File: src/source/dmb_trig_params.svh
`ifndef DMB_TRIG_PARAMS_SVH
`define DMB_TRIG_PARAMS_SVH

////////////////////////////////////////
// Trigger path sizes
////////////////////////////////////////

// Front-end boards served by this controller
`define DMB_N_CFEB 5
// Encoded bits per board on the trigger cable
`define DMB_CODE_W 3
// LCT to L1A latency timer
`define DMB_TIME_W 10

////////////////////////////////////////
// Startup sequence lengths in clkcms cycles
////////////////////////////////////////

// Internal reset pulse
`define DMB_FPGARST_CYCLES 16
// Internal reset end to controller ready
`define DMB_CRDY_CYCLES 64
// Internal reset end to end of power-on holdoff
`define DMB_POH_CYCLES 128
// Shared sequence counter
`define DMB_CNT_W 8

`endif

File: src/source/dmb_trig_pkg.sv
`default_nettype none

`include "dmb_trig_params.svh"

package dmb_trig_pkg;

	////////////////////////////////////////
	// Trigger path types
	////////////////////////////////////////

	// One bit per front-end board
	typedef logic [`DMB_N_CFEB-1:0] cfeb_mask_t;

	// Code sent to one board
	typedef logic [`DMB_CODE_W-1:0] trig_code_t;

	// Measured LCT to L1A latency
	typedef logic [`DMB_TIME_W-1:0] lct_time_t;

	// Startup sequence
	typedef enum logic [2:0]
	{
		wait_ready,
		fpga_rst,
		wait_crdy,
		holdoff,
		run
	} startup_state_t;

endpackage

`default_nettype wire

File: src/source/cfeb_trig_encoder.sv
`timescale 1ns/1ps
`default_nettype none

module cfeb_trig_encoder
(
	input  wire                      clkcms,
	input  wire                      fpga_rst_i,
	input  wire                      encode_i,
	input  wire                      lct_pulse_i,
	input  wire                      match_i,
	input  wire                      l1a_i,
	output dmb_trig_pkg::trig_code_t code_o
);

	dmb_trig_pkg::trig_code_t code_d;

	////////////////////////////////////////
	// Code selection
	////////////////////////////////////////

	always_comb
	begin
		if (!encode_i)
			// Raw mode passes the three flags straight through
			code_d = {l1a_i, match_i, lct_pulse_i};
		else if (l1a_i && match_i)
			code_d = 3'b101;
		else if (l1a_i)
			code_d = 3'b100;
		else if (lct_pulse_i)
			code_d = 3'b001;
		else
			code_d = 3'b000;
	end

	// Lane output register
	always_ff @(posedge clkcms or posedge fpga_rst_i)
	begin
		if (fpga_rst_i)
			code_o <= '0;
		else
			code_o <= code_d;
	end

endmodule

`default_nettype wire

File: src/source/dmb_trig_ctrl.sv
`timescale 1ns/1ps
`default_nettype none

`include "dmb_trig_params.svh"

module dmb_trig_ctrl
(
	input  wire                      clkcms,
	input  wire                      clr0,
	input  wire                      ready_i,
	input  wire                      encode_i,
	input  wire                      cable_dly_i,
	input  wire                      readout_clr_i,
	input  wire                      l1a_i,
	input  dmb_trig_pkg::cfeb_mask_t pre_lct_i,
	input  dmb_trig_pkg::cfeb_mask_t l1a_match_i,
	input  dmb_trig_pkg::cfeb_mask_t cfeb_en_i,
	output dmb_trig_pkg::cfeb_mask_t trg_enc_b0_o,
	output dmb_trig_pkg::cfeb_mask_t trg_enc_b1_o,
	output dmb_trig_pkg::cfeb_mask_t trg_enc_b2_o,
	output logic                     ctrl_ready_o,
	output dmb_trig_pkg::lct_time_t  lct_time_o
);

	logic                                fpga_rst;
	logic                                holdoff;
	dmb_trig_pkg::cfeb_mask_t            lct_pulse;
	dmb_trig_pkg::cfeb_mask_t            match_q;
	logic                                l1a_q;
	logic                                lct_any;
	logic [`DMB_N_CFEB*`DMB_CODE_W-1:0]  codes;

	////////////////////////////////////////
	// Resets and holdoff
	////////////////////////////////////////

	startup_sequencer u_startup_sequencer
	(
		.clkcms       (clkcms),
		.clr0         (clr0),
		.ready_i      (ready_i),
		.fpga_rst_o   (fpga_rst),
		.holdoff_o    (holdoff),
		.ctrl_ready_o (ctrl_ready_o)
	);

	////////////////////////////////////////
	// Trigger encoding
	////////////////////////////////////////

	trig_input_stage u_trig_input_stage
	(
		.clkcms      (clkcms),
		.fpga_rst_i  (fpga_rst),
		.pre_lct_i   (pre_lct_i),
		.l1a_match_i (l1a_match_i),
		.cfeb_en_i   (cfeb_en_i),
		.l1a_i       (l1a_i),
		.lct_pulse_o (lct_pulse),
		.match_o     (match_q),
		.l1a_o       (l1a_q),
		.lct_any_o   (lct_any)
	);

	// One encoder per front-end board
	for (genvar g = 0; g < `DMB_N_CFEB; g++)
	begin : g_lane
		cfeb_trig_encoder u_cfeb_trig_encoder
		(
			.clkcms      (clkcms),
			.fpga_rst_i  (fpga_rst),
			.encode_i    (encode_i),
			.lct_pulse_i (lct_pulse[g]),
			.match_i     (match_q[g]),
			.l1a_i       (l1a_q),
			.code_o      (codes[g*`DMB_CODE_W +: `DMB_CODE_W])
		);
	end

	trig_output_stage u_trig_output_stage
	(
		.clkcms       (clkcms),
		.clr0         (clr0),
		.fpga_rst_i   (fpga_rst),
		.cable_dly_i  (cable_dly_i),
		.codes_i      (codes),
		.trg_enc_b0_o (trg_enc_b0_o),
		.trg_enc_b1_o (trg_enc_b1_o),
		.trg_enc_b2_o (trg_enc_b2_o)
	);

	// LCT to L1A latency
	trg_timer u_lct_l1a_timer
	(
		.clkcms    (clkcms),
		.clr0      (clr0),
		.holdoff_i (holdoff),
		.clr_i     (readout_clr_i),
		.start_i   (lct_any),
		.stop_i    (l1a_q),
		.time_o    (lct_time_o)
	);

endmodule

`default_nettype wire

File: src/source/startup_sequencer.sv
`timescale 1ns/1ps
`default_nettype none

`include "dmb_trig_params.svh"

module startup_sequencer
(
	input  wire  clkcms,
	input  wire  clr0,
	input  wire  ready_i,
	output logic fpga_rst_o,
	output logic holdoff_o,
	output logic ctrl_ready_o
);

	// Counter reload values, one per timed state
	localparam logic [`DMB_CNT_W-1:0] RST_LOAD  = `DMB_CNT_W'(`DMB_FPGARST_CYCLES - 1);
	localparam logic [`DMB_CNT_W-1:0] CRDY_LOAD = `DMB_CNT_W'(`DMB_CRDY_CYCLES - 1);
	localparam logic [`DMB_CNT_W-1:0] POH_LOAD  =
		`DMB_CNT_W'(`DMB_POH_CYCLES - `DMB_CRDY_CYCLES - 1);

	logic                       rdy_s1;
	logic                       rdy_s2;
	logic                       rdy_s3;
	logic                       rdy_rise;
	logic [`DMB_CNT_W-1:0]      cnt;
	dmb_trig_pkg::startup_state_t state;

	// Board ready synchroniser and edge
	always_ff @(posedge clkcms or posedge clr0)
	begin
		if (clr0)
		begin
			rdy_s1 <= 1'b0;
			rdy_s2 <= 1'b0;
			rdy_s3 <= 1'b0;
		end
		else
		begin
			rdy_s1 <= ready_i;
			rdy_s2 <= rdy_s1;
			rdy_s3 <= rdy_s2;
		end
	end

	assign rdy_rise = rdy_s2 & ~rdy_s3;

	////////////////////////////////////////
	// Sequence FSM
	////////////////////////////////////////

	always_ff @(posedge clkcms or posedge clr0)
	begin
		if (clr0)
		begin
			state        <= dmb_trig_pkg::wait_ready;
			cnt          <= '0;
			fpga_rst_o   <= 1'b0;
			holdoff_o    <= 1'b0;
			ctrl_ready_o <= 1'b0;
		end
		else if (state != dmb_trig_pkg::wait_ready && !rdy_s2)
		begin
			// Board dropped ready, start over
			state        <= dmb_trig_pkg::wait_ready;
			fpga_rst_o   <= 1'b0;
			holdoff_o    <= 1'b0;
			ctrl_ready_o <= 1'b0;
		end
		else
		begin
			case (state)
				dmb_trig_pkg::wait_ready:
					if (rdy_rise)
					begin
						state      <= dmb_trig_pkg::fpga_rst;
						cnt        <= RST_LOAD;
						fpga_rst_o <= 1'b1;
						holdoff_o  <= 1'b1;
					end
				dmb_trig_pkg::fpga_rst:
					if (cnt == '0)
					begin
						state      <= dmb_trig_pkg::wait_crdy;
						cnt        <= CRDY_LOAD;
						fpga_rst_o <= 1'b0;
					end
					else
						cnt <= cnt - 1'b1;
				dmb_trig_pkg::wait_crdy:
					if (cnt == '0)
					begin
						state        <= dmb_trig_pkg::holdoff;
						cnt          <= POH_LOAD;
						ctrl_ready_o <= 1'b1;
					end
					else
						cnt <= cnt - 1'b1;
				dmb_trig_pkg::holdoff:
					if (cnt == '0)
					begin
						state     <= dmb_trig_pkg::run;
						holdoff_o <= 1'b0;
					end
					else
						cnt <= cnt - 1'b1;
				default:
					state <= dmb_trig_pkg::run;
			endcase
		end
	end

endmodule

`default_nettype wire

File: src/source/trg_timer.sv
`timescale 1ns/1ps
`default_nettype none

module trg_timer
(
	input  wire                     clkcms,
	input  wire                     clr0,
	input  wire                     holdoff_i,
	input  wire                     clr_i,
	input  wire                     start_i,
	input  wire                     stop_i,
	output dmb_trig_pkg::lct_time_t time_o
);

	logic                    running;
	dmb_trig_pkg::lct_time_t count;
	dmb_trig_pkg::lct_time_t time_q;

	////////////////////////////////////////
	// Interval counter
	////////////////////////////////////////

	always_ff @(posedge clkcms or posedge clr0)
	begin
		if (clr0)
		begin
			running <= 1'b0;
			count   <= '0;
			time_q  <= '0;
		end
		else if (clr_i)
		begin
			// Readout clear also drops a measurement in progress
			running <= 1'b0;
			count   <= '0;
			time_q  <= '0;
		end
		else if (running)
		begin
			if (stop_i)
			begin
				running <= 1'b0;
				time_q  <= count;
			end
			else if (count != '1)
				count <= count + 1'b1;
		end
		else if (start_i && !holdoff_i)
		begin
			// First cycle after the start pulse counts as one
			running <= 1'b1;
			count   <= dmb_trig_pkg::lct_time_t'(1);
		end
	end

	assign time_o = time_q;

endmodule

`default_nettype wire

File: src/source/trig_input_stage.sv
`timescale 1ns/1ps
`default_nettype none

module trig_input_stage
(
	input  wire                      clkcms,
	input  wire                      fpga_rst_i,
	input  dmb_trig_pkg::cfeb_mask_t pre_lct_i,
	input  dmb_trig_pkg::cfeb_mask_t l1a_match_i,
	input  dmb_trig_pkg::cfeb_mask_t cfeb_en_i,
	input  wire                      l1a_i,
	output dmb_trig_pkg::cfeb_mask_t lct_pulse_o,
	output dmb_trig_pkg::cfeb_mask_t match_o,
	output logic                     l1a_o,
	output logic                     lct_any_o
);

	dmb_trig_pkg::cfeb_mask_t pre_q;
	dmb_trig_pkg::cfeb_mask_t match_q;
	dmb_trig_pkg::cfeb_mask_t en_q;
	dmb_trig_pkg::cfeb_mask_t pre_m;
	dmb_trig_pkg::cfeb_mask_t pre_m_d;

	// Pin capture, one cycle
	always_ff @(posedge clkcms or posedge fpga_rst_i)
	begin
		if (fpga_rst_i)
		begin
			pre_q   <= '0;
			match_q <= '0;
			en_q    <= '0;
			l1a_o   <= 1'b0;
			pre_m_d <= '0;
		end
		else
		begin
			pre_q   <= pre_lct_i;
			match_q <= l1a_match_i;
			en_q    <= cfeb_en_i;
			l1a_o   <= l1a_i;
			pre_m_d <= pre_m;
		end
	end

	// Kill mask applied after capture
	assign pre_m   = pre_q & en_q;
	assign match_o = match_q & en_q;

	// Held pretrigger gives a single pulse
	assign lct_pulse_o = pre_m & ~pre_m_d;
	assign lct_any_o   = |lct_pulse_o;

endmodule

`default_nettype wire

File: src/source/trig_output_stage.sv
`timescale 1ns/1ps
`default_nettype none

`include "dmb_trig_params.svh"

module trig_output_stage
(
	input  wire                                    clkcms,
	input  wire                                    clr0,
	input  wire                                    fpga_rst_i,
	input  wire                                    cable_dly_i,
	input  wire  [`DMB_N_CFEB*`DMB_CODE_W-1:0]     codes_i,
	output dmb_trig_pkg::cfeb_mask_t               trg_enc_b0_o,
	output dmb_trig_pkg::cfeb_mask_t               trg_enc_b1_o,
	output dmb_trig_pkg::cfeb_mask_t               trg_enc_b2_o
);

	// Index is the code bit, each entry holds one bit of every lane
	dmb_trig_pkg::cfeb_mask_t enc_bus [`DMB_CODE_W];
	dmb_trig_pkg::cfeb_mask_t dly_bus [`DMB_CODE_W];
	dmb_trig_pkg::cfeb_mask_t out_q   [`DMB_CODE_W];

	// Lane codes to per-bit buses
	always_comb
	begin
		for (int b = 0; b < `DMB_CODE_W; b++)
		begin
			for (int k = 0; k < `DMB_N_CFEB; k++)
				enc_bus[b][k] = codes_i[k*`DMB_CODE_W + b];
		end
	end

	////////////////////////////////////////
	// Cable delay and output registers
	////////////////////////////////////////

	always_ff @(posedge clkcms or posedge clr0)
	begin
		if (clr0)
		begin
			for (int b = 0; b < `DMB_CODE_W; b++)
			begin
				dly_bus[b] <= '0;
				out_q[b]   <= '0;
			end
		end
		else if (fpga_rst_i)
		begin
			for (int b = 0; b < `DMB_CODE_W; b++)
			begin
				dly_bus[b] <= '0;
				out_q[b]   <= '0;
			end
		end
		else
		begin
			for (int b = 0; b < `DMB_CODE_W; b++)
			begin
				dly_bus[b] <= enc_bus[b];
				out_q[b]   <= cable_dly_i ? dly_bus[b] : enc_bus[b];
			end
		end
	end

	assign trg_enc_b0_o = out_q[0];
	assign trg_enc_b1_o = out_q[1];
	assign trg_enc_b2_o = out_q[2];

endmodule

`default_nettype wire

File: config.mk
export PLATFORM = sky130hd
export DESIGN_NAME = dmb_trig_ctrl
export DESIGN_NICKNAME = d
export VERILOG_FILES = /design/src/source/dmb_trig_pkg.sv /design/src/source/cfeb_trig_encoder.sv /design/src/source/dmb_trig_ctrl.sv /design/src/source/startup_sequencer.sv /design/src/source/trg_timer.sv /design/src/source/trig_input_stage.sv /design/src/source/trig_output_stage.sv
export VERILOG_INCLUDE_DIRS = /design/src /design/src/source
export SDC_FILE = /design/constraint.sdc
export NUM_CORES = 1
export LEC_CHECK = 0
export BUFFER_PORTS_ARGS = -buffer_cell sky130_fd_sc_hd__clkbuf_2
export CELL_PAD_IN_SITES_DETAIL_PLACEMENT = 0
export CELL_PAD_IN_SITES_GLOBAL_PLACEMENT = 1
export CORE_MARGIN = 5
export CORE_UTILIZATION = 45
export DETAILED_ROUTE_END_ITERATION = 10
export PLACE_DENSITY = 0.87
export REMOVE_ABC_BUFFERS = 1
export SYNTH_ARGS = -nofsm -noshare
export SYNTH_HDL_FRONTEND = slang
export SYNTH_SLANG_ARGS = --single-unit
File: constraint.sdc
create_clock -name clkcms -period 2.57 [get_ports clkcms]
set_input_delay 0.1285 -clock clkcms [delete_from_list [all_inputs] [get_ports clkcms]]
set_output_delay 0.1285 -clock clkcms [all_outputs]
set_load 0.1 [all_outputs]
==> key figures <==
Placed design
  • HPWL Detailed: 5207 um
  • Post-placement worst setup slack: 0.5952 ns
  • Port bufs: 47
  • Inst Count DP: 498
  • Final RePlAce weighted congestion: 0.8659

Die
  • Die H: 103.2 um
  • Std-Cell Rows: 34
  • I/O pin count: 48
  • Core ar.: 0.008593 mm2
  • Initial Util: a little under half
  • Die width: 103.2 um
  • Die area: about 0.011 mm2

CTS
  • CTS sink cnt: 92
  • Worst-path clk slew: ~0.10 ns
  • Post-CTS setup buffers: 0
  • CTS Root Cell: clkbuf_8
  • Num CTS Buffers: 9
  • H-tree lvl count: 3
  • Clock tree buffer depth: 2
  • CTS tree: yes
  • Clock Latency Late Sink: 0.36 ns

Worst setup path
  • Startpoint types: flop
  • FF-to-FF Start: u_startup_sequencer.cnt[0]
  • Worst Reg2Reg Path Length in Cells: 6
  • Worst EP arrival: approximately 2.3 ns
  • Crit Path Class: flop to flop
  • Setup slack, reg-to-reg: around 0.56 ns
  • Worst setup path end: u_startup_sequencer.fpga_rst_o
  • Crit-path max FO: 7
  • WP data required: 2.82 ns
  • Worst reg2reg endpoint: u_startup_sequencer.fpga_rst_o
  • Critical path origin: u_startup_sequencer.cnt[0]
  • Kind of end point of the critical path: flop

Route
  • DRT antenna net count: 0
  • WL final: 7564 um
  • Drt pass-1 iters: 4
  • # DRC: 0
  • Initial DRC Count: 155
  • DR vias/cell: 5.267
  • WL per Instance: 14.22 um
  • DR vias: 2802

Cells and area
  • Final Non-Filler Cells: 532
  • # fillers: 773
  • Most frequent cells in the layout: dfrtp_1, clkbuf_2, nand2_1, nor2_1, a21oi_1
  • FF/Latch Area: about 0.0023 mm2
  • Area growth, synth to finish: 16.89%
  • Ant. Diodes: 0
  • Final Net Count: 443
  • Share of layout cells above drive strength 1: 18.40%
  • Area of the multi-input gates: 0.001454 mm2
  • Most common cell after layout, fill and taps aside: dfrtp_1

Power and ir drop
  • Psw: 868.6 uW
  • Clock network power share: 32.3%
  • Internal: between 1500 and 2000 uW
  • VDD IR max: around 0.00028 V
  • Sw Share: 30.35%
  • PD cells: 625.7 mW/mm2
  • Pleak: 0.002169 uW
  • Combinational Power Share: 13.1%
  • Seq pwr share: 54.6%

Timing
  • Max Clk Rate: around 0.50 GHz
  • Unrepaired setup endpoints after global routing: false
  • Final period util: between 70 and 80%
  • Final setup margin: ~0.56 ns
  • Pins Over Slew Limit: 0
  • Fin crit period: 2.011 ns
  • Worst Tran Pin Value: 0.6591 ns
  • Clock Skew: 0.01299 ns
  • Max transition margin: 55.99%
  • Final hold viol count: 0
  • Final setup fails: 0

Yosys
  • Synth Area per Inst: ~11 um2
  • Syn Inst Count: 359
  • Sequential area share after synthesis: around three fifths
  • Synth Warn #: 0
  • Synth top area share: 58.84%
  • Cell Area, Synth: slightly below 0.004 mm2
  • Seq cells post-synth: 92
  • Leading post-synthesis cells by cell area: dfrtp_1, nand2_1, nor2_1
  • Top cell type by total area after synthesis: dfrtp_1
  • Post-synth EDFFs: 0
  • Commonest register cell after synthesis: dfrtp_1
  • Ys async rst share: 100.0%
  • Distinct cell type count after synthesis: 55

Hold path
  • Min-delay worst type: input pin to flop

Global routing
  • Number of antenna violations at the first check in global routing: 0
  • Vias in the first global route: about 2800
  • Largest net degree at the start of global routing: 33
  • GRT Resource Usage Total: 15.90%
  • First-pass GRT wire length: 13210 um
  • Final global-route overflow total: 0

Outcome
  • Status: finished, final reports clean

Job
  • Max-cap violations: 0
==> power groups by stage <==
| stage | Sequential [uW] | Combinational (uW) | Clock [uW] |
|---|---|---|---|
| after floorplan | 1690 | 154 | 0 |
| final | 1560 | 376 | 923 |
| after detailed placement | 1590 | 360 | 0 |
| after global placement | 1590 | 357 | 0 |
| after CTS | 1560 | 382 | 957 |
| after global routing | 1570 | 417 | 1020 |
==> through the flow <==
stage | util, % | area [um2] | setup TNS [ns] | total power (uW) | hold WS (ns)
6_report | 53.22 | 4573 | 0 | 2862 | 0.05693
5_1_grt | 53.22 | 4573 | 0 | 3007 | 0.04874
4_1_cts | 53.22 | 4573 | 0 | 2901 | 0.03448
3_5_place_dp | 48.91 | 4203 | 0 | 1951 | 0.2382
3_3_place_gp | 48.91 | 4203 | 0 | 1944 | 0.2299
2_1_floorplan | - | 3790 | -4.118 | 1841 | 0.1599
==> per-layer routing <==
layer | vias to the layer above | wire length (um) | global-route usage (%)
li1 | 1385 | - | -
met1 | 1351 | 3526 | 21.22
met2 | 60 | 3653 | 25.51
met3 | 6 | 292 | 2.616
met4 | 0 | 91 | 7.371
met5 | - | 0 | 0
==> how the worst min path moves through the flow <==
stage / to / startpoint / cells past startpoint / slack [ns]
global placement: u_startup_sequencer.rdy_s1 / clr0 / 2 / 0.23
floorplan: u_startup_sequencer.rdy_s1 / ready_i / 0 / 0.16
CTS: g_lane[1].u_cfeb_trig_encoder.code_o[1] / encode_i / 2 / 0.03
detailed placement: u_trig_input_stage.match_q[4] / l1a_match_i[4] / 1 / 0.24
finish: g_lane[3].u_cfeb_trig_encoder.code_o[1] / encode_i / 2 / 0.06
global route: g_lane[2].u_cfeb_trig_encoder.code_o[1] / encode_i / 2 / 0.05
==> final cells by class <==
cell class / instances / area share [%]
clock buffers: 9 / 2.709
clock inverters: 7 / 1.450
repair buffers: 69 / 10.01
multi-input cells: 238 / 31.79
well taps: 108 / 2.955
inverters: 9 / 0.7387
flip-flops and latches: 92 / 50.34
==> registers in the layout (all words and copies together) (netlist names), 3 cells and up <==
name	count
u_startup_sequencer.state	3
u_trig_input_stage.en_q	5
u_lct_l1a_timer.time_o	10
u_trig_input_stage.pre_q	5
u_startup_sequencer.cnt	8
u_trig_output_stage.trg_enc_b0_o	5
u_lct_l1a_timer.count	10
g_lane.u_cfeb_trig_encoder.code_o	11
u_trig_input_stage.pre_m_d	5
u_trig_output_stage.trg_enc_b1_o	5
u_trig_output_stage.dly_bus	11
u_trig_input_stage.match_q	5
==> worst max-delay path, cell delays in order, from the launching register on <==
cell and delay (ns):
dfrtp_1 0.41, inv_1 0.07, ha_1 0.21, nor4b_2 0.49
and2_1 0.37, a21oi_1 0.11, a211o_1 0.24
==> cell families (layout without fill, tap and decap cells) <==
family,count (synthesis),after routing,synth area share [%]
AO/OA/AOI/OAI,70,70,12.54
AND/OR/NAND/NOR,153,153,20.72
flip-flops,92,92,58.84
buffers and inverters,29,94,3.997
multiplexers,11,11,2.814
XOR/XNOR,2,2,0.4478
adder cells (fa/ha/maj),2,2,0.6395
==> synth_stat cells, types with 2 or more instances <==
master	instances
or4_1	3
ha_1	2
o2bb2ai_1	2
buf_2	3
o211ai_1	6
nor4b_1	2
nand3b_1	10
a21oi_1	20
buf_1	2
o21ai_0	4
o211a_1	3
nor3_1	7
clkbuf_1	7
nand2_1	38
o311a_1	2
buf_6	2
nand3_1	15
nor4_1	4
and3_2	3
a31oi_1	6
inv_1	9
mux2i_1	11
nor2_1	31
dfrtp_1	92
and2_1	10
buf_4	5
o31ai_1	3
nand4_1	3
a211o_1	7
a21boi_0	5
nand2b_1	4
nor2b_1	14
a21o_1	2
==> repair_timing <==
item                                    4_1_cts  5_1_grt
hold buffers                                 18        0
resized for setup                             0        0
hold endpoints to repair                     47        0
endpoints found under the setup margin        0        0
(Power assumes the default switching activity.)
